### config.mk
export PLATFORM = sky130hd
export DESIGN_NAME = backup_sequencer
export DESIGN_NICKNAME = d
export VERILOG_FILES = /design/src/common/emu_pkg.sv /design/src/backup/backup_sequencer.sv
export SDC_FILE = /design/constraint.sdc
export NUM_CORES = 1
export LEC_CHECK = 0
export ABC_AREA = 1
export CAP_MARGIN = 10
export CORE_MARGIN = 10
export CORE_UTILIZATION = 45
export CTS_CLUSTER_DIAMETER = 100
export CTS_CLUSTER_SIZE = 40
export DETAILED_ROUTE_END_ITERATION = 6
export DONT_BUFFER_PORTS = 1
export HOLD_SLACK_MARGIN = 0.1
export SLEW_MARGIN = 20
export SYNTH_ARGS = -nofsm -noshare
export SYNTH_HDL_FRONTEND = slang
export SYNTH_SLANG_ARGS = --single-unit
export TNS_END_PERCENT = 10
### constraint.sdc
create_clock -name clk_sys -period 1.8 [get_ports clk_sys]
set_input_delay 0.36 -clock clk_sys [delete_from_list [all_inputs] [get_ports clk_sys]]
set_output_delay 0.36 -clock clk_sys [all_outputs]
set_load 0.03 [all_outputs]
### src/common/emu_pkg.sv
package emu_pkg;

	// ========================================
	// Widths
	// ========================================

	typedef logic [11:0] joy_t;         // VI V IV III Run Select II I, then d-pad
	typedef logic [31:0] pad_buttons_t;
	typedef logic [7:0]  pad_type_t;
	typedef logic [7:0]  byte_t;
	typedef logic [15:0] word_t;
	typedef logic [10:0] bram_addr_t;   // Core byte address
	typedef logic [11:0] ram_addr_t;    // Word address inside one bank
	typedef logic [7:0]  buff_addr_t;   // Word within a sector
	typedef logic [3:0]  sector_t;
	typedef logic [31:0] lba_t;
	typedef logic [63:0] img_size_t;

	// ========================================
	// Bundles
	// ========================================

	// Slot 0 sits in the low bits
	typedef struct packed {
		joy_t slot4;
		joy_t slot3;
		joy_t slot2;
		joy_t slot1;
		joy_t slot0;
	} players_t;

	// One serial pad report
	typedef struct packed {
		logic         en;
		pad_type_t    pad_type;
		pad_buttons_t buttons;
	} llapi_pad_t;

	// Sequencer command to the host side of the backup RAM
	typedef struct packed {
		ram_addr_t addr;
		word_t     wdata;
		logic      we;
	} host_port_t;

	typedef enum logic {
		BK_IDLE,
		BK_XFER
	} bk_state_t;

	// ========================================
	// Constants
	// ========================================

	localparam int BK_SECTORS = 16;

	localparam pad_type_t TYPE_GENESIS_A = 8'd20;
	localparam pad_type_t TYPE_GENESIS_B = 8'd21;
	localparam pad_type_t TYPE_TG16_A    = 8'd54;
	localparam pad_type_t TYPE_TG16_B    = 8'd23;
	localparam pad_type_t TYPE_SATURN_A  = 8'd8;
	localparam pad_type_t TYPE_SATURN_B  = 8'd3;

	// Empty backup RAM header, index 0 first
	localparam word_t [0:3] FORMAT_WORDS = {
		16'h5548,
		16'h4D42,
		16'h8800,
		16'h8010
	};

endpackage
### src/backup/backup_sequencer.sv
module backup_sequencer import emu_pkg::*; (
	input  logic       clk_sys,
	input  logic       reset,
	input  logic       cart_download,
	input  logic       img_mounted,
	input  logic       img_readonly,
	input  img_size_t  img_size,
	input  logic       bk_load_req,
	input  logic       bk_save_req,
	input  logic       autosave,
	input  logic       format_req,
	input  logic       osd_status,
	input  logic       core_we,
	input  logic       sd_ack,
	input  buff_addr_t sd_buff_addr,
	input  word_t      sd_buff_dout,
	input  logic       sd_buff_wr,
	output lba_t       sd_lba,
	output logic       sd_rd,
	output logic       sd_wr,
	output host_port_t host,
	output logic       bk_busy,
	output logic       bk_loading,
	output logic       bk_led
);

	bk_state_t  state;
	sector_t    sector;
	logic       bk_ena;
	logic       pending;
	logic [2:0] fmt_cnt;   // Bit 2 set when no format is running
	logic       dl_d;
	logic       load_d;
	logic       save_d;
	logic       ack_d;
	logic       fmt_d;
	logic       save_trig;
	logic       load_rise;
	logic       save_rise;
	logic       ack_rise;
	logic       ack_fall;
	logic       dl_rise;
	logic       dl_fall;

	assign save_trig = bk_save_req | (pending & osd_status & autosave);

	assign load_rise = bk_load_req & ~load_d;
	assign save_rise = save_trig & ~save_d;
	assign ack_rise  = sd_ack & ~ack_d;
	assign ack_fall  = ~sd_ack & ack_d;
	assign dl_rise   = cart_download & ~dl_d;
	assign dl_fall   = ~cart_download & dl_d;

	always_ff @(posedge clk_sys) begin
		if (reset) begin
			{dl_d, load_d, save_d, ack_d, fmt_d} <= '0;
		end else begin
			dl_d   <= cart_download;
			load_d <= bk_load_req;
			save_d <= save_trig;
			ack_d  <= sd_ack;
			fmt_d  <= format_req;
		end
	end

	// ========================================
	// Enable and pending save
	// ========================================

	// Save image is mounted by the end of every download
	always_ff @(posedge clk_sys) begin
		if (reset) begin
			bk_ena <= 1'b0;
		end else begin
			if (dl_rise) bk_ena <= 1'b0;
			if (cart_download & img_mounted & ~img_readonly) bk_ena <= 1'b1;
		end
	end

	always_ff @(posedge clk_sys) begin
		if (reset) begin
			pending <= 1'b0;
		end else if (bk_ena & ~osd_status & core_we) begin
			pending <= 1'b1;
		end else if (bk_busy) begin
			pending <= 1'b0;
		end
	end

	// ========================================
	// Transfer FSM
	// ========================================

	always_ff @(posedge clk_sys) begin
		if (reset) begin
			state      <= BK_IDLE;
			sector     <= '0;
			bk_loading <= 1'b0;
			sd_rd      <= 1'b0;
			sd_wr      <= 1'b0;
		end else begin
			if (ack_rise) begin
				sd_rd <= 1'b0; // Host took the request
				sd_wr <= 1'b0;
			end
			case (state)
				BK_IDLE: begin
					if (bk_ena & dl_fall & (|img_size)) begin
						state      <= BK_XFER; // Autoload
						sector     <= '0;
						bk_loading <= 1'b1;
						sd_rd      <= 1'b1;
						sd_wr      <= 1'b0;
					end else if (bk_ena & (load_rise | save_rise)) begin
						state      <= BK_XFER;
						sector     <= '0;
						bk_loading <= load_rise;
						sd_rd      <= load_rise;
						sd_wr      <= ~load_rise;
					end
				end
				BK_XFER: begin
					if (ack_fall) begin
						if (sector == sector_t'(BK_SECTORS - 1)) begin
							state      <= BK_IDLE;
							bk_loading <= 1'b0;
						end else begin
							sector <= sector + 1'b1;
							sd_rd  <= bk_loading;
							sd_wr  <= ~bk_loading;
						end
					end
				end
				default: state <= BK_IDLE;
			endcase
		end
	end

	assign sd_lba  = lba_t'(sector);
	assign bk_busy = (state == BK_XFER);
	assign bk_led  = bk_busy | (autosave & pending);

	// ========================================
	// Format and host port
	// ========================================

	always_ff @(posedge clk_sys) begin
		if (reset) begin
			fmt_cnt <= 3'b100;
		end else if (format_req & ~fmt_d) begin
			fmt_cnt <= '0;
		end else if (~fmt_cnt[2]) begin
			fmt_cnt <= fmt_cnt + 1'b1;
		end
	end

	always_comb begin
		if (~fmt_cnt[2]) begin
			host.addr  = ram_addr_t'(fmt_cnt[1:0]);
			host.wdata = FORMAT_WORDS[fmt_cnt[1:0]];
			host.we    = 1'b1;
		end else begin
			host.addr  = {sector, sd_buff_addr};
			host.wdata = sd_buff_dout;
			host.we    = sd_buff_wr & sd_ack;
		end
	end

endmodule

==> impl_metrics.ini <==
[grt]
gr-usage-met1_pct = 14.4
overflow = 0
grt_pass1_wl_microns = 7130
gr-usage-all-layers_pct = 13.1
grt_pass1_vias = 1624
antenna_found_initial = 0
grtUsageMet3_pct = 7.32
grtUsageMet2_pct = 22.2
grt_max_degree = 33
busiest_layer = met2

[detailed_routing]
via_per_inst = 4.54
dr.pass1.iters = 4
totalWireLength_microns = 4650
drt_iter0_drc = 54
vias = 1565
drc_errors = 0
wl_per_cell_microns = 13.5
postRouteAntennaNets = 0

[timing]
worst_slack_ns = 0.146
period_needed_ns = 1.65
hold_viol = 0
slew_violations = 0
fin_worst_skew_ns = 0.00163
period_share_pct = 91.9
grt_setup_unrepaired = no
setup_viol = 0
timing.fmax_mhz = 605
hold_slack_ns = 0.123
tns_ns = 0

[synthesis]
synthAdderAreaFrac_pct = 3.09
synth_most_common_cell = nand2_1
synth.top_cells.by_count = nand2_1 (97), nor2_1 (66), inv_1 (41), buf_4 (28), dfxtp_1 (18)
synthArstFlopShare_pct = 0
yosysUniqueCellTypes = 25
synth-xor-area-share_pct = 0.541
synthCells = 292
synth_top_family_by_area = simple AND/OR/NAND/NOR gates
ys.flop_type = dfxtp_1
synth-seq-cells = 18
synthSimpleGateAreaFrac_pct = 43.3
synth_area_sq_um = 1620
synth-compound-area-share_pct = 5.64
synth.top_cell.area_share_pct = 22.5
avgSynthCellArea_sq_um = 5.55
synthTopCellsByArea = nand2_1 (22%), dfxtp_1 (22%), nor2_1 (15%)
yosys.area.top_type = nand2_1
synth-edff-count = 0
muxShareOfSynthArea_pct = 0
yosysSeqAreaShare_pct = 22.2
ys_warn_count = 0

[final_layout]
fin_nets = 405
final.fill_count = 397
regArea_sq_um = 360
multi_input_area_sq_um = 960
drive_gt1_share_pct = 7.36
n_antenna_cell = 0
area_growth_pct = 2.63

[place]
place_congestion = 0.733
pre_cts_ws_ns = 0.295
dp_hpwl_microns = 4060
port_buffers = 0

[floorplan]
num_rows = 21
die-area_sq_um = 6400
fp.coreArea_sq_um = 3420
start_util_pct = 47.4
ios = 167
dieHeight_microns = 80.0
die_w_microns = 80.0

[min_path]
hold_class = in2reg

[setup_path]
path_class = reg2out
crit_path_end_kind = output port
crit_family = flip-flops
cp.required_ns = 1.44
cpPeakStageDelay_ns = 0.39
crit_chain = inv_1, ha_1, nand2_1, nand2_2
path_buf_inv = 1
crit_fanout = 4
cpMaxStageDelayCell = dfxtp_1
critPathLaunchType = flip-flop
cp.arrival_ns = 1.29

[power]
power_leakage_nw = 1.00
powerDensity_nw_per_um2 = 761
ir_worst_vdd_uv = 420

[clock_tree]
path_clk_slew_ns = 0.10
cts_inserted_buffers = 3
cts_tree = done
cts_buffer_depth = 2
root_buffer = clkbuf_4
cts_sinks = 18
clk_latency_ns = 0.29
cts_setup_buffers = 0
htree_levels = 1

[flow_run]
drv_cap = 0

[run_status]
run_status = completed
==> layout by cell type (no fill, tap or decap), drive strengths merged <==
master,netlist,final
nand2,102,102
nor2,67,67
inv,42,42
conb,1,28
dfxtp,18,18
buf,28,8
o21ai,8,8
a21oi,5,5
nand3,4,4
ha,4,4
clkbuf,5,4
bufinv,1,1
or2,1,1
nor4,1,1
o211a,1,1
a31oi,1,1
xor2,1,1
o22ai,1,1
nor3,1,1
dlygate4sd3,0,1
==> where the power goes <==
group          leakage [nW]  internal, mW  switching [mW]
Combinational         0.830         0.127           0.422
Sequential            0.148         0.432          0.0358
Clock                0.0210         0.123           0.126
Total                  1.00         0.682           0.583
==> cell type report <==
| cell class | instances | share of cell area, % |
|---|---|---|
| clock buffers | 4 | 2.18 |
| repair buffers | 9 | 4.44 |
| inverters | 43 | 10.5 |
| flip-flops and latches | 18 | 21.7 |
| well taps | 46 | 3.46 |
| multi-input cells | 225 | 57.7 |
==> final timing paths <==
check	from	end	slack, ns	depth (start not counted)
worst max-delay path	fmt_cnt[1]$_SDFFE_PP0N_	host[12]	0.15	4
worst min-delay path	reset	sd_wr$_SDFF_PP0_	0.12	1
worst max register to register	pending$_SDFFE_PP0P_	sector[3]$_SDFFE_PP0P_	0.51	9
worst min register to register	fmt_d$_SDFF_PP0_	fmt_cnt[2]$_SDFF_PP1_	0.47	2
==> timing repair <==
item / in CTS / in global routing
endpoints found under the setup margin: 0 / 2
endpoints found under the hold margin: 0 / 3
hold buffers: 0 / 1
resized for setup: 0 / 2
==> routing by layer <==
layer  vias up  share of wire, %
met5         -                 0
met4         0              0.32
met3         2                13
met2        85                47
met1       659                40
li1        819                 -
==> logic make-up (layout without fill, tap and decap cells) <==
family,after synthesis,count (layout)
XOR/XNOR,1,1
other,1,28
buffers and inverters,76,56
flip-flops,18,18
AND/OR/NAND/NOR,176,176
AO/OA/AOI/OAI,16,16
adder cells (fa/ha/maj),4,4
==> sequential cells by signal, summed over array words and instances, names as in the netlist <==
register and cells:
fmt_cnt 3, sd_rd 1, bk_loading 1, fmt_d 1, ack_d 1, sector 4, sd_wr 1, dl_d 1
pending 1, bk_busy 1, load_d 1, save_d 1, bk_ena 1
==> stage by stage <==
stage               utilization [%]  std cells  cell area (sq um)  total power, mW
floorplan                         -        319               1720            0.985
global placement               47.1        340               1610             1.02
detailed placement             47.1        340               1610             1.02
CTS                            48.2        344               1650             1.28
global route                   48.7        345               1660             1.36
finish                         48.7        345               1660             1.27
Power figures use the tool's default switching activity.
