### config.mk
export PLATFORM = sky130hd
export DESIGN_NAME = player_router
export DESIGN_NICKNAME = d
export VERILOG_FILES = /design/src/common/emu_pkg.sv /design/src/controllers/player_router.sv /design/src/controllers/pad_remap.sv
export SDC_FILE = /design/constraint.sdc
export NUM_CORES = 1
export LEC_CHECK = 0
export BUFFER_PORTS_ARGS = -buffer_cell sky130_fd_sc_hd__buf_2
export CORE_UTILIZATION = 32
export CTS_CLUSTER_DIAMETER = 30
export DETAILED_ROUTE_END_ITERATION = 8
export GPL_TIMING_DRIVEN = 0
export PLACE_DENSITY = 0.78
export SLEW_MARGIN = 5
export SYNTH_ARGS = -nofsm -noshare
export SYNTH_HDL_FRONTEND = slang
export SYNTH_SLANG_ARGS = --single-unit
### constraint.sdc
create_clock -name clk_sys -period 3 [get_ports clk_sys]
set_input_delay 0.45 -clock clk_sys [delete_from_list [all_inputs] [get_ports clk_sys]]
set_output_delay 0.45 -clock clk_sys [all_outputs]
set_load 0.005 [all_outputs]
### src/common/emu_pkg.sv
package emu_pkg;

	// ========================================
	// Widths
	// ========================================

	typedef logic [11:0] joy_t;         // VI V IV III Run Select II I, then d-pad
	typedef logic [31:0] pad_buttons_t;
	typedef logic [7:0]  pad_type_t;
	typedef logic [7:0]  byte_t;
	typedef logic [15:0] word_t;
	typedef logic [10:0] bram_addr_t;   // Core byte address
	typedef logic [11:0] ram_addr_t;    // Word address inside one bank
	typedef logic [7:0]  buff_addr_t;   // Word within a sector
	typedef logic [3:0]  sector_t;
	typedef logic [31:0] lba_t;
	typedef logic [63:0] img_size_t;

	// ========================================
	// Bundles
	// ========================================

	// Slot 0 sits in the low bits
	typedef struct packed {
		joy_t slot4;
		joy_t slot3;
		joy_t slot2;
		joy_t slot1;
		joy_t slot0;
	} players_t;

	// One serial pad report
	typedef struct packed {
		logic         en;
		pad_type_t    pad_type;
		pad_buttons_t buttons;
	} llapi_pad_t;

	// Sequencer command to the host side of the backup RAM
	typedef struct packed {
		ram_addr_t addr;
		word_t     wdata;
		logic      we;
	} host_port_t;

	typedef enum logic {
		BK_IDLE,
		BK_XFER
	} bk_state_t;

	// ========================================
	// Constants
	// ========================================

	localparam int BK_SECTORS = 16;

	localparam pad_type_t TYPE_GENESIS_A = 8'd20;
	localparam pad_type_t TYPE_GENESIS_B = 8'd21;
	localparam pad_type_t TYPE_TG16_A    = 8'd54;
	localparam pad_type_t TYPE_TG16_B    = 8'd23;
	localparam pad_type_t TYPE_SATURN_A  = 8'd8;
	localparam pad_type_t TYPE_SATURN_B  = 8'd3;

	// Empty backup RAM header, index 0 first
	localparam word_t [0:3] FORMAT_WORDS = {
		16'h5548,
		16'h4D42,
		16'h8800,
		16'h8010
	};

endpackage
### src/controllers/player_router.sv
module player_router import emu_pkg::*; (
	input  logic       clk_sys,
	input  logic       reset,
	input  logic       llapi_select,
	input  logic       osd_status,
	input  llapi_pad_t pad_a,
	input  llapi_pad_t pad_b,
	input  players_t   usb,
	output players_t   players,
	output logic       osd_button
);

	joy_t joy_a;
	joy_t joy_b;
	logic seen_a;
	logic seen_b;
	logic present_a;
	logic present_b;

	// Menu chord is d-pad bit 26 with buttons 5 and 0
	function automatic logic chord(input pad_buttons_t b);
		return b[26] & b[5] & b[0];
	endfunction

	pad_remap u_remap_a (
		.pad (pad_a),
		.joy (joy_a)
	);

	pad_remap u_remap_b (
		.pad (pad_b),
		.joy (joy_b)
	);

	// ========================================
	// Presence
	// ========================================

	// Type 0 may still be a real pad, trust it once a button shows up
	always_ff @(posedge clk_sys) begin
		if (reset) begin
			seen_a <= 1'b0;
			seen_b <= 1'b0;
		end else begin
			if (|pad_a.buttons) seen_a <= 1'b1;
			if (|pad_b.buttons) seen_b <= 1'b1;
		end
	end

	assign present_a = pad_a.en & llapi_select & ((|pad_a.pad_type) | seen_a);
	assign present_b = pad_b.en & llapi_select & ((|pad_b.pad_type) | seen_b);

	// ========================================
	// Slot assignment
	// ========================================

	always_comb begin
		players = usb; // No serial pads
		if (present_a & present_b) begin
			players.slot0 = joy_a;
			players.slot1 = joy_b;
			players.slot2 = usb.slot0;
			players.slot3 = usb.slot1;
			players.slot4 = usb.slot2;
		end else if (present_a ^ present_b) begin
			players.slot0 = present_a ? joy_a : usb.slot0;
			players.slot1 = present_b ? joy_b : usb.slot0;
			players.slot2 = usb.slot1;
			players.slot3 = usb.slot2;
			players.slot4 = usb.slot3;
		end
	end

	// Chord opens the menu, ignored while the menu is already up
	assign osd_button = ~osd_status & (chord(pad_a.buttons) | chord(pad_b.buttons));

endmodule

### src/controllers/pad_remap.sv
module pad_remap import emu_pkg::*; (
	input  llapi_pad_t pad,
	output joy_t       joy
);

	pad_buttons_t b;

	assign b = pad.buttons;

	// ========================================
	// Layout per device family
	// ========================================

	always_comb begin
		case (pad.pad_type)
			TYPE_GENESIS_A, TYPE_GENESIS_B: begin
				joy = {
					b[6], b[3], b[2], b[0], // VI V IV III
					b[5], b[4],             // Run Select
					b[1], b[7],             // II I
					b[27:24]
				};
			end
			TYPE_TG16_A, TYPE_TG16_B: begin
				joy = {
					b[3], b[2], b[8], b[9],
					b[5], b[4],
					b[0], b[1],
					b[27:24]
				};
			end
			TYPE_SATURN_A, TYPE_SATURN_B: begin
				// Genesis order, Select moved to the right trigger
				joy = {
					b[6], b[3], b[2], b[0],
					b[5], b[9],
					b[1], b[7],
					b[27:24]
				};
			end
			default: begin
				joy = {
					b[7], b[3], b[6], b[2],
					b[5], b[4],
					b[0], b[1],
					b[27:24]
				};
			end
		endcase
	end

endmodule

==> results.toml, run 1 <==
[synthesis]
netlist.area_leader.share = 0.225
async_reset_ff_frac = 0
avgSynthCellArea_um2 = 6.44
synth_flop_cell = "dfxtp_1"
synth_fp_nets = 451
synthCells = 304
synth_cell_types = 48
yosys.area.top_type = "mux2i_1"
ys_warn_count = 0
ys_ff_latch = 2
netlist_area_um2 = 1960
synthTopCellsByArea = "mux2i_1 23%, o21ai_0 11%, nand2_1 9.2%, nor4_1 5.8%, a21oi_1 4.3%"
seq_area_frac_synth = 0.0205
synth-edff-count = 0

[worst_setup_path]
cp-end-kind = "output pin"
start_kind = "input port"
crit_required_ns = 2.55
critPathKind = "in2out"
arrival_ns = 2.35
reg2regPathDepth = 4
worstPathMaxFanout = 10

[drt]
drtIter0Drc = 113
routed_wl_mm = 9.42
vias = 3311
routedWlPerCell_um = 16.1
ant_nets = 0
route.detailed.drc = 0
vias_per_cell = 5.65
drtPass1Iterations = 6

[placement]
dp_hpwl_mm = 7.89
dpl.cell_count = 583
portBuffers = 204
dpl_cell_area_um2 = 3070
gp_congestion = 0.895
dp_slack_ns = -0.565

[grt]
busiest_layer = "met2"
grt-ovfl-total = 0
use_met3 = 0.0295
use_met2 = 0.543
grt_first_pass_wirelength_mm = 13.9
grtUsageMet1 = 0.310
track_usage = 0.277
antenna_found_initial = 0
grt_max_degree = 11
grt_pass1_vias = 2900

[sta]
min_period_over_period = 0.934
fin_skew_ns = 0
holdWs_ns = 0.416
tightest_slew_ns = 0.578
slew_headroom = 0.611
min_period_ns = 2.80
finalHoldViolations = 0
fmax_ghz = 0.357
setup_viol = 0
postLayoutSetupSlackWorst_ns = 0.197
grt_setup_unrepaired = "no"
drv_slew = 0
setup_tns_ns = 0

[clock_tree]
cts.clk_slew.worst_paths_ns = 0.03
postCtsHoldBufs = 0
cts_tree = "done"
root_buffer = "clkbuf_8"
clockBufferDepth = 2
clk_latency_ns = 0.21
h-tree-depth = 1
cts_sinks = 2
numCtsBuffers = 3

[cells_and_area]
diodes = 0
final_cell_area_um2 = 3210
final_nets = 660
layoutNonFillerInstCount = 586
drive_gt1_frac = 0.476
final_common_cell = "buf_2"
utilization = 0.541
layout_common_cells = "207 x buf_2, 47 x nand2_1, 44 x mux2i_1"
fillers = 619
syn2layout_area_growth_pct = 63.8

[pwr]
p_per_area_nw_per_um2 = 203
finalPower_uw = 650
max-vdd-ir-drop_uv = 139
cellLeakagePower_nw = 1.55

[flow_run]
max_cap_viol_count = 0

[die]
initial_core_util = 0.331
die_w_um = 80.2
core_um2 = 5920
ios = 207
die_area_um2 = 6430
die_y_um = 80.2
rows = 28

[hold_path]
hold_class = "in2reg"
worstHoldPathCells = 2

[status]
outcome = "finished clean"
cells by family (layout without fill, tap and decap cells):
family                     Yosys count  in the layout  synth area share
DFF                                  2              2            0.0205
buffers and inverters               26            233            0.0595
AOI/OAI and AO/OA                  100            100             0.313
xor gates and xnor gates             3              3            0.0134
and+or+nand+nor                    122            122             0.327
adders and majority gates            1              1           0.00639
muxes                               50             50             0.260
area by class of cell:
cell class	count	area, um2	share of cell area
repair buffers	206	1040	0.323
inverters	6	22.5	0.00703
well taps	75	93.8	0.0293
plain buffers	18	120	0.0375
clock buffers	3	41.3	0.0129
multi-input cells	276	1850	0.578
flip-flops and latches	2	40.0	0.0125
critical path, stage by stage:
cell and delay, ns:
buf_2 0.13, nor4_4 0.34, a31o_2 0.24, inv_2 0.08, ha_4 0.31, buf_8 0.16
buf_6 0.19, mux2i_1 0.21, o21ai_0 0.09, buf_2 0.14
power breakdown:
| group | switching [mW] | total, mW | leakage, nW | internal [mW] |
|---|---|---|---|---|
| combinational | 0.262 | 0.511 | 1.51 | 0.249 |
| clock | 0.0242 | 0.109 | 0.0216 | 0.0851 |
| sequential | 0.00112 | 0.0294 | 0.0169 | 0.0283 |
per-layer routing:
layer,routed length (um),up-vias
met5,0,-
met3,657,12
li1,-,1602
met4,101,0
met2,4900,179
met1,3760,1518
worst paths after layout:
check	startpoint	end	slack, ns
min reg2reg	seen_a	seen_a	0.74
min	reset	seen_b	0.42
max reg2reg	seen_b	seen_b	1.60
max	pad_b[38]	players[48]	0.20
Yosys cell counts, drive strengths merged (2+ instances only):
master	n
nor3b	3
buf	5
nand2b	8
mux2	6
o211ai	3
nand2	49
nand4	7
inv	6
nor2	10
and3b	3
nor3	6
o22ai	13
and3	2
a211oi	3
clkbuf	15
nand3b	2
nor2b	2
o211a	2
a21oi	18
xnor2	2
or4b	2
o32ai	2
nand3	5
a41oi	2
or4	2
o21ai	43
a31oi	2
a222oi	3
a22oi	3
a221oi	2
nor4	18
mux2i	44
dfxtp	2
sequential cells by signal, indices dropped and copies added (netlist names):
register,cells
seen_a,1
seen_b,1
timing repair:
item                       in CTS  in global routing
setup buffers                   1                  1
setup endpoints to repair      55                 55
resized for setup              19                 10
pin swaps                       1                  1
(Power assumes the default switching activity.)
==> run 2, diff against run 1 <==
--- a/config.mk
+++ b/config.mk
@@ -6,11 +6,13 @@
 export NUM_CORES = 1
 export LEC_CHECK = 0
 export BUFFER_PORTS_ARGS = -buffer_cell sky130_fd_sc_hd__buf_2
-export CORE_UTILIZATION = 32
+export CORE_AREA = 2 2 81 83
+export CTS_BUF_LIST = sky130_fd_sc_hd__clkbuf_4
 export CTS_CLUSTER_DIAMETER = 30
 export DETAILED_ROUTE_END_ITERATION = 8
+export DIE_AREA = 0 0 83 85
 export GPL_TIMING_DRIVEN = 0
-export PLACE_DENSITY = 0.78
+export PLACE_DENSITY = 0.77
 export SLEW_MARGIN = 5
 export SYNTH_ARGS = -nofsm -noshare
 export SYNTH_HDL_FRONTEND = slang
==> results.toml, run 2 (synthesized netlist as in run 1, its figures left out) <==
[worst_setup_path]
critPathSlowestCell = "nor4_4"
reg2regPathDepth = 4
r2r-end = "seen_b"
worstPathMaxFanout = 10
crit_required_ns = 2.55
r2r-start = "seen_b"
cpMostUsedCell = "buf_2"
arrival_ns = 2.38
critPathKind = "in2out"
crit_chain = "buf_2, nor4_4, a31o_2, inv_2, ha_4, clkbuf_2, mux2i_1, o21ai_0, buf_2"
slowest_delay_ns = 0.33
worst-r2r-setup-slack_ns = 1.42
start_kind = "input port"
cp-end-kind = "output pin"

[clock_tree]
root_buffer = "clkbuf_4"
h-tree-depth = 1
cts.clk_slew.worst_paths_ns = 0.03
cts_tree = "done"
clk_latency_ns = 0.22
clockBufferDepth = 2
numCtsBuffers = 3
cts_sinks = 2

[placement]
portBuffers = 204
dp_hpwl_mm = 8.23
gp_congestion = 0.903
dp_slack_ns = -0.611

[die]
die_area_um2 = 7060
core_um2 = 6200
rows = 29
ios = 207
die_w_um = 83
initial_core_util = 0.315
die_y_um = 85

[cells_and_area]
final_nets = 659
reg_top3 = "seen_a (1), seen_b (1)"
syn2layout_area_growth_pct = 62.3
final_common_cell = "buf_2"
layout_common_cells = "206 x buf_2, 47 x nand2_1, 44 x mux2i_1"
register_area_um2 = 40.0
drive_gt1_frac = 0.473
diodes = 0
multi_input_area_um2 = 1850
fillers = 645

[grt]
use_met3 = 0.0447
grt-ovfl-total = 0
track_usage = 0.256
grt_pass1_vias = 3089
use_met2 = 0.475
antenna_found_initial = 0
grtUsageMet1 = 0.294
busiest_layer = "met2"
grt_first_pass_wirelength_mm = 15.1
grt_max_degree = 11

[pwr]
power_frac_clock = 0.098
power.internal_uw = 319
power_switching_uw = 275
seqPwrFrac = 0.049
max-vdd-ir-drop_uv = 132
cellLeakagePower_nw = 1.53
p_sw_frac = 0.463
finalPower_uw = 594
p_comb_frac = 0.853
p_per_area_nw_per_um2 = 187

[sta]
drv_slew = 0
holdWs_ns = 0.402
tightest_slew_ns = 0.590
postLayoutSetupSlackWorst_ns = 0.169
fin_skew_ns = 0
setup_viol = 0
fmax_ghz = 0.353
grt_setup_unrepaired = "no"
finalHoldViolations = 0
min_period_over_period = 0.944
min_period_ns = 2.83
slew_headroom = 0.603

[drt]
routed_wl_mm = 9.64
ant_nets = 0
drtPass1Iterations = 5
vias = 3249
drtIter0Drc = 122
route.detailed.drc = 0
routedWlPerCell_um = 16.4
vias_per_cell = 5.53

[hold_path]
worstHoldPathCells = 2
hold_end = "seen_b"
hold_class = "in2reg"
min_from = "reset"

[flow_run]
max_cap_viol_count = 0

[status]
outcome = "finished clean"
## run 2: routing by layer
| layer | part of all wire | up-vias |
|---|---|---|
| li1 | - | 1599 |
| met1 | 0.39 | 1441 |
| met2 | 0.50 | 187 |
| met3 | 0.085 | 22 |
| met4 | 0.026 | 0 |
| met5 | 0 | - |
## run 2: area by class of cell
type,instances,share of cell area
Clock buffer,3,0.00709
Multi-Input combinational cell,276,0.583
Buffer,18,0.0366
Tap cell,77,0.0303
Sequential cell,2,0.0126
Timing Repair Buffer,205,0.324
Inverter,6,0.00709
## run 2: power by group through the flow
stage               Clock (mW)  Combinational, mW  Sequential, mW
floorplan                    0              0.224          0.0291
finish                  0.0580              0.507          0.0293
global placement             0              0.482          0.0298
detailed placement           0              0.489          0.0296
global route            0.0634              0.555          0.0295
CTS                     0.0616              0.502          0.0294
## run 2: timing repair
action / CTS / global route
resized for setup: 19 / 4
setup buffers: 1 / 0
pin swaps: 1 / 1
endpoints found under the setup margin: 55 / 51
hold buffers: 0 / 0
## run 2: worst max-delay path, delay by kind of cell
kind                     cells  cell delay, ns
multiplexers                 1            0.12
adder cells (fa/ha/maj)      1            0.31
AND/OR/NAND/NOR              1            0.33
AO/OA/AOI/OAI                2            0.47
buffers and inverters        4            0.71
## run 2: through the flow
stage | std cells | TNS, ns | util | instance area [um2]
4_1_cts | 588 | 0 | 0.509 | 3160
6_report | 587 | 0 | 0.512 | 3180
3_3_place_gp | 585 | -22.23 | 0.496 | 3080
5_1_grt | 587 | 0 | 0.512 | 3180
3_5_place_dp | 585 | -24.14 | 0.496 | 3080
2_1_floorplan | 304 | 0 | - | 1960
## run 2: worst max path at each step
stage / from / to / cells after the start / slack (ns)
2_1_floorplan: pad_b[32] / players[48] / 10 / 0.04
3_3_place_gp: pad_a[37] / players[41] / 9 / -0.55
3_5_place_dp: pad_a[37] / players[57] / 10 / -0.61
4_1_cts: pad_b[33] / players[57] / 10 / 0.03
5_1_grt: pad_b[38] / players[53] / 10 / 0.04
6_report: pad_b[38] / players[41] / 9 / 0.17
==> run 3, diff against run 2 <==
--- a/config.mk
+++ b/config.mk
@@ -6,14 +6,14 @@
 export NUM_CORES = 1
 export LEC_CHECK = 0
 export BUFFER_PORTS_ARGS = -buffer_cell sky130_fd_sc_hd__buf_2
-export CORE_AREA = 2 2 81 83
+export CORE_UTILIZATION = 33
 export CTS_BUF_LIST = sky130_fd_sc_hd__clkbuf_4
 export CTS_CLUSTER_DIAMETER = 30
 export DETAILED_ROUTE_END_ITERATION = 8
-export DIE_AREA = 0 0 83 85
 export GPL_TIMING_DRIVEN = 0
-export PLACE_DENSITY = 0.77
+export PLACE_DENSITY = 0.79
 export SLEW_MARGIN = 5
 export SYNTH_ARGS = -nofsm -noshare
 export SYNTH_HDL_FRONTEND = slang
+export SYNTH_HIERARCHICAL = 1
 export SYNTH_SLANG_ARGS = --single-unit
==> results.toml, run 3 <==
[status]
outcome = "finished clean"

[sta]
min_period_over_period = 0.961
setup_tns_ns = 0
grt_setup_unrepaired = "no"
fin_skew_ns = 0
slew_headroom = 0.646
setup_viol = 0
tightest_slew_ns = 0.527
fmax_ghz = 0.347
min_period_ns = 2.88
drv_slew = 0
finalHoldViolations = 0

[clock_tree]
clockBufferDepth = 2
clk_latency_ns = 0.25
numCtsBuffers = 3
h-tree-depth = 1
cts.clk_slew.worst_paths_ns = 0.04
cts_sinks = 2
cts_tree = "done"
postCtsHoldBufs = 0
root_buffer = "clkbuf_4"

[die]
die_w_um = 79.9
core_um2 = 5890
ios = 207
die_y_um = 79.9
initial_core_util = 0.340
rows = 28
die_area_um2 = 6380

[worst_setup_path]
path_delay_family = "buffers and inverters"
critPathSlowestCell = "nor4_4"
r2r-end = "seen_a"
slowest_delay_ns = 0.29
reg2regPathDepth = 4
worstPathMaxFanout = 10
start_kind = "input port"
r2r-start = "seen_a"
cp-end-kind = "output pin"
crit_chain = "buf_2, nor4_4, a31oi_2, buf_6, ha_4, clkbuf_4, buf_4, mux2i_1, o21ai_0, buf_2"
path_buf_inv = 5
critPathKind = "in2out"
arrival_ns = 2.43
crit_required_ns = 2.55
worst-r2r-setup-slack_ns = 1.72
cpMostUsedCell = "buf_2"

[cells_and_area]
final_nets = 639
syn2layout_area_growth_pct = 61.7
final_common_cell = "buf_2"
drive_gt1_frac = 0.518
diodes = 0
reg_top3 = "seen_a (1), seen_b (1)"
layout_common_cells = "211 x buf_2, 45 x nand2_1, 38 x mux2i_1"
final_cell_area_um2 = 3240
fillers = 608

[hold_path]
min_from = "reset"
hold_end = "seen_a"
hold_class = "in2reg"
worstHoldPathCells = 2

[synthesis]
synth_flop_cell = "dfxtp_1"
yosys.area.top_type = "mux2i_1"
synthCells = 279
seq_area_frac_synth = 0.0200
synth_commonest_cells = "46 x nand2_1, 38 x mux2i_1, 32 x o21ai_0, 21 x nor4_1, 18 x a221o_1"
yosysMostFrequentCell = "nand2_1"
ys_ff_latch = 2
ys_warn_count = 6
synth_cell_types = 37
avgSynthCellArea_um2 = 7.18
synth-edff-count = 0
netlist.area_leader.share = 0.190
async_reset_ff_frac = 0
netlist_area_um2 = 2000
synthTopCellsByArea = "mux2i_1 19%, a221o_1 9.0%, nand2_1 8.6%, o21ai_0 8.0%, mux2_1 6.7%"
synth_fp_nets = 426

[drt]
vias_per_cell = 5.66
route.detailed.drc = 0
routed_wl_mm = 9.59
drtPass1Iterations = 4
drtIter0Drc = 140
routedWlPerCell_um = 17.0
ant_nets = 0
vias = 3198

[grt]
use_met2 = 0.547
grtUsageMet1 = 0.305
busiest_layer = "met2"
grt_pass1_vias = 2976
grt_max_degree = 11
antenna_found_initial = 0
track_usage = 0.284
grt_first_pass_wirelength_mm = 14.1
grt-ovfl-total = 0
use_met3 = 0.0366

[placement]
gp_congestion = 0.828
dpl_cell_area_um2 = 3130
portBuffers = 206
dp_hpwl_mm = 8.04

[flow_run]
max_cap_viol_count = 0

[pwr]
cellLeakagePower_nw = 1.61
max-vdd-ir-drop_uv = 159
p_per_area_nw_per_um2 = 191
run 3: timing repair:
item / CTS / global route
buffers inserted: 1 / 1
pin swaps: 1 / 1
setup endpoints to repair: 48 / 45
cloned: 0 / 0
resized for setup: 12 / 9
run 3: how the worst max path moves through the flow:
stage / start / end / slack [ns] / cells past startpoint
5_1_grt: pad_b[33] / players[20] / 0.005 / 10
3_3_place_gp: pad_a[33] / players[30] / -0.56 / 11
2_1_floorplan: pad_a[39] / players[14] / 0.35 / 9
4_1_cts: pad_a[39] / players[53] / 0.004 / 10
6_report: pad_a[39] / players[53] / 0.12 / 10
3_5_place_dp: pad_a[33] / players[30] / -0.57 / 11
run 3: final cells by class:
type                       count  area (um2)  area share
buffer                        27         194      0.0599
timing repair buffer         208        1050       0.323
clock buffer                   3        22.5     0.00696
tap                           75        93.8      0.0290
multi-input combinational    250        1840       0.569
sequential                     2        40.0      0.0124
run 3: kinds of logic (layout without fill, tap and decap cells):
family | after synthesis | after routing | share of synthesized area
simple gates | 112 | 112 | 0.313
fa+ha+maj | 1 | 1 | 0.00625
mux | 56 | 56 | 0.291
compound gates | 79 | 79 | 0.281
flops | 2 | 2 | 0.0200
xor+xnor | 2 | 2 | 0.00875
buf+inv | 27 | 238 | 0.0800
run 3: worst register-to-register path, delay by kind of cell (launching register included):
kind	cells	cell delay, ns
simple gates	3	0.70
flops	1	0.31
compound gates	1	0.12
run 3: power by group:
part           leakage, nW  switching, mW  total (mW)  internal, mW
Combinational         1.58          0.252       0.519         0.267
Clock               0.0138         0.0244      0.0692        0.0448
Sequential          0.0169        0.00108      0.0293        0.0282
run 3: through the flow:
stage	instances	utilization	setup slack, ns	power, mW	hold WS, ns
5_1_grt	565	0.550	0.00469	0.670	0.390
3_3_place_gp	560	0.531	-0.556	0.518	0.637
2_1_floorplan	279	-	0.347	0.261	0.519
6_report	565	0.550	0.116	0.618	0.389
3_5_place_dp	560	0.531	-0.571	0.527	0.643
4_1_cts	564	0.543	0.00443	0.608	0.388
run 3: metal layers:
| layer | wire [um] | share of wire |
|---|---|---|
| met5 | 0 | 0 |
| met2 | 4900 | 0.51 |
| met4 | 247 | 0.026 |
| met3 | 720 | 0.075 |
| met1 | 3720 | 0.39 |
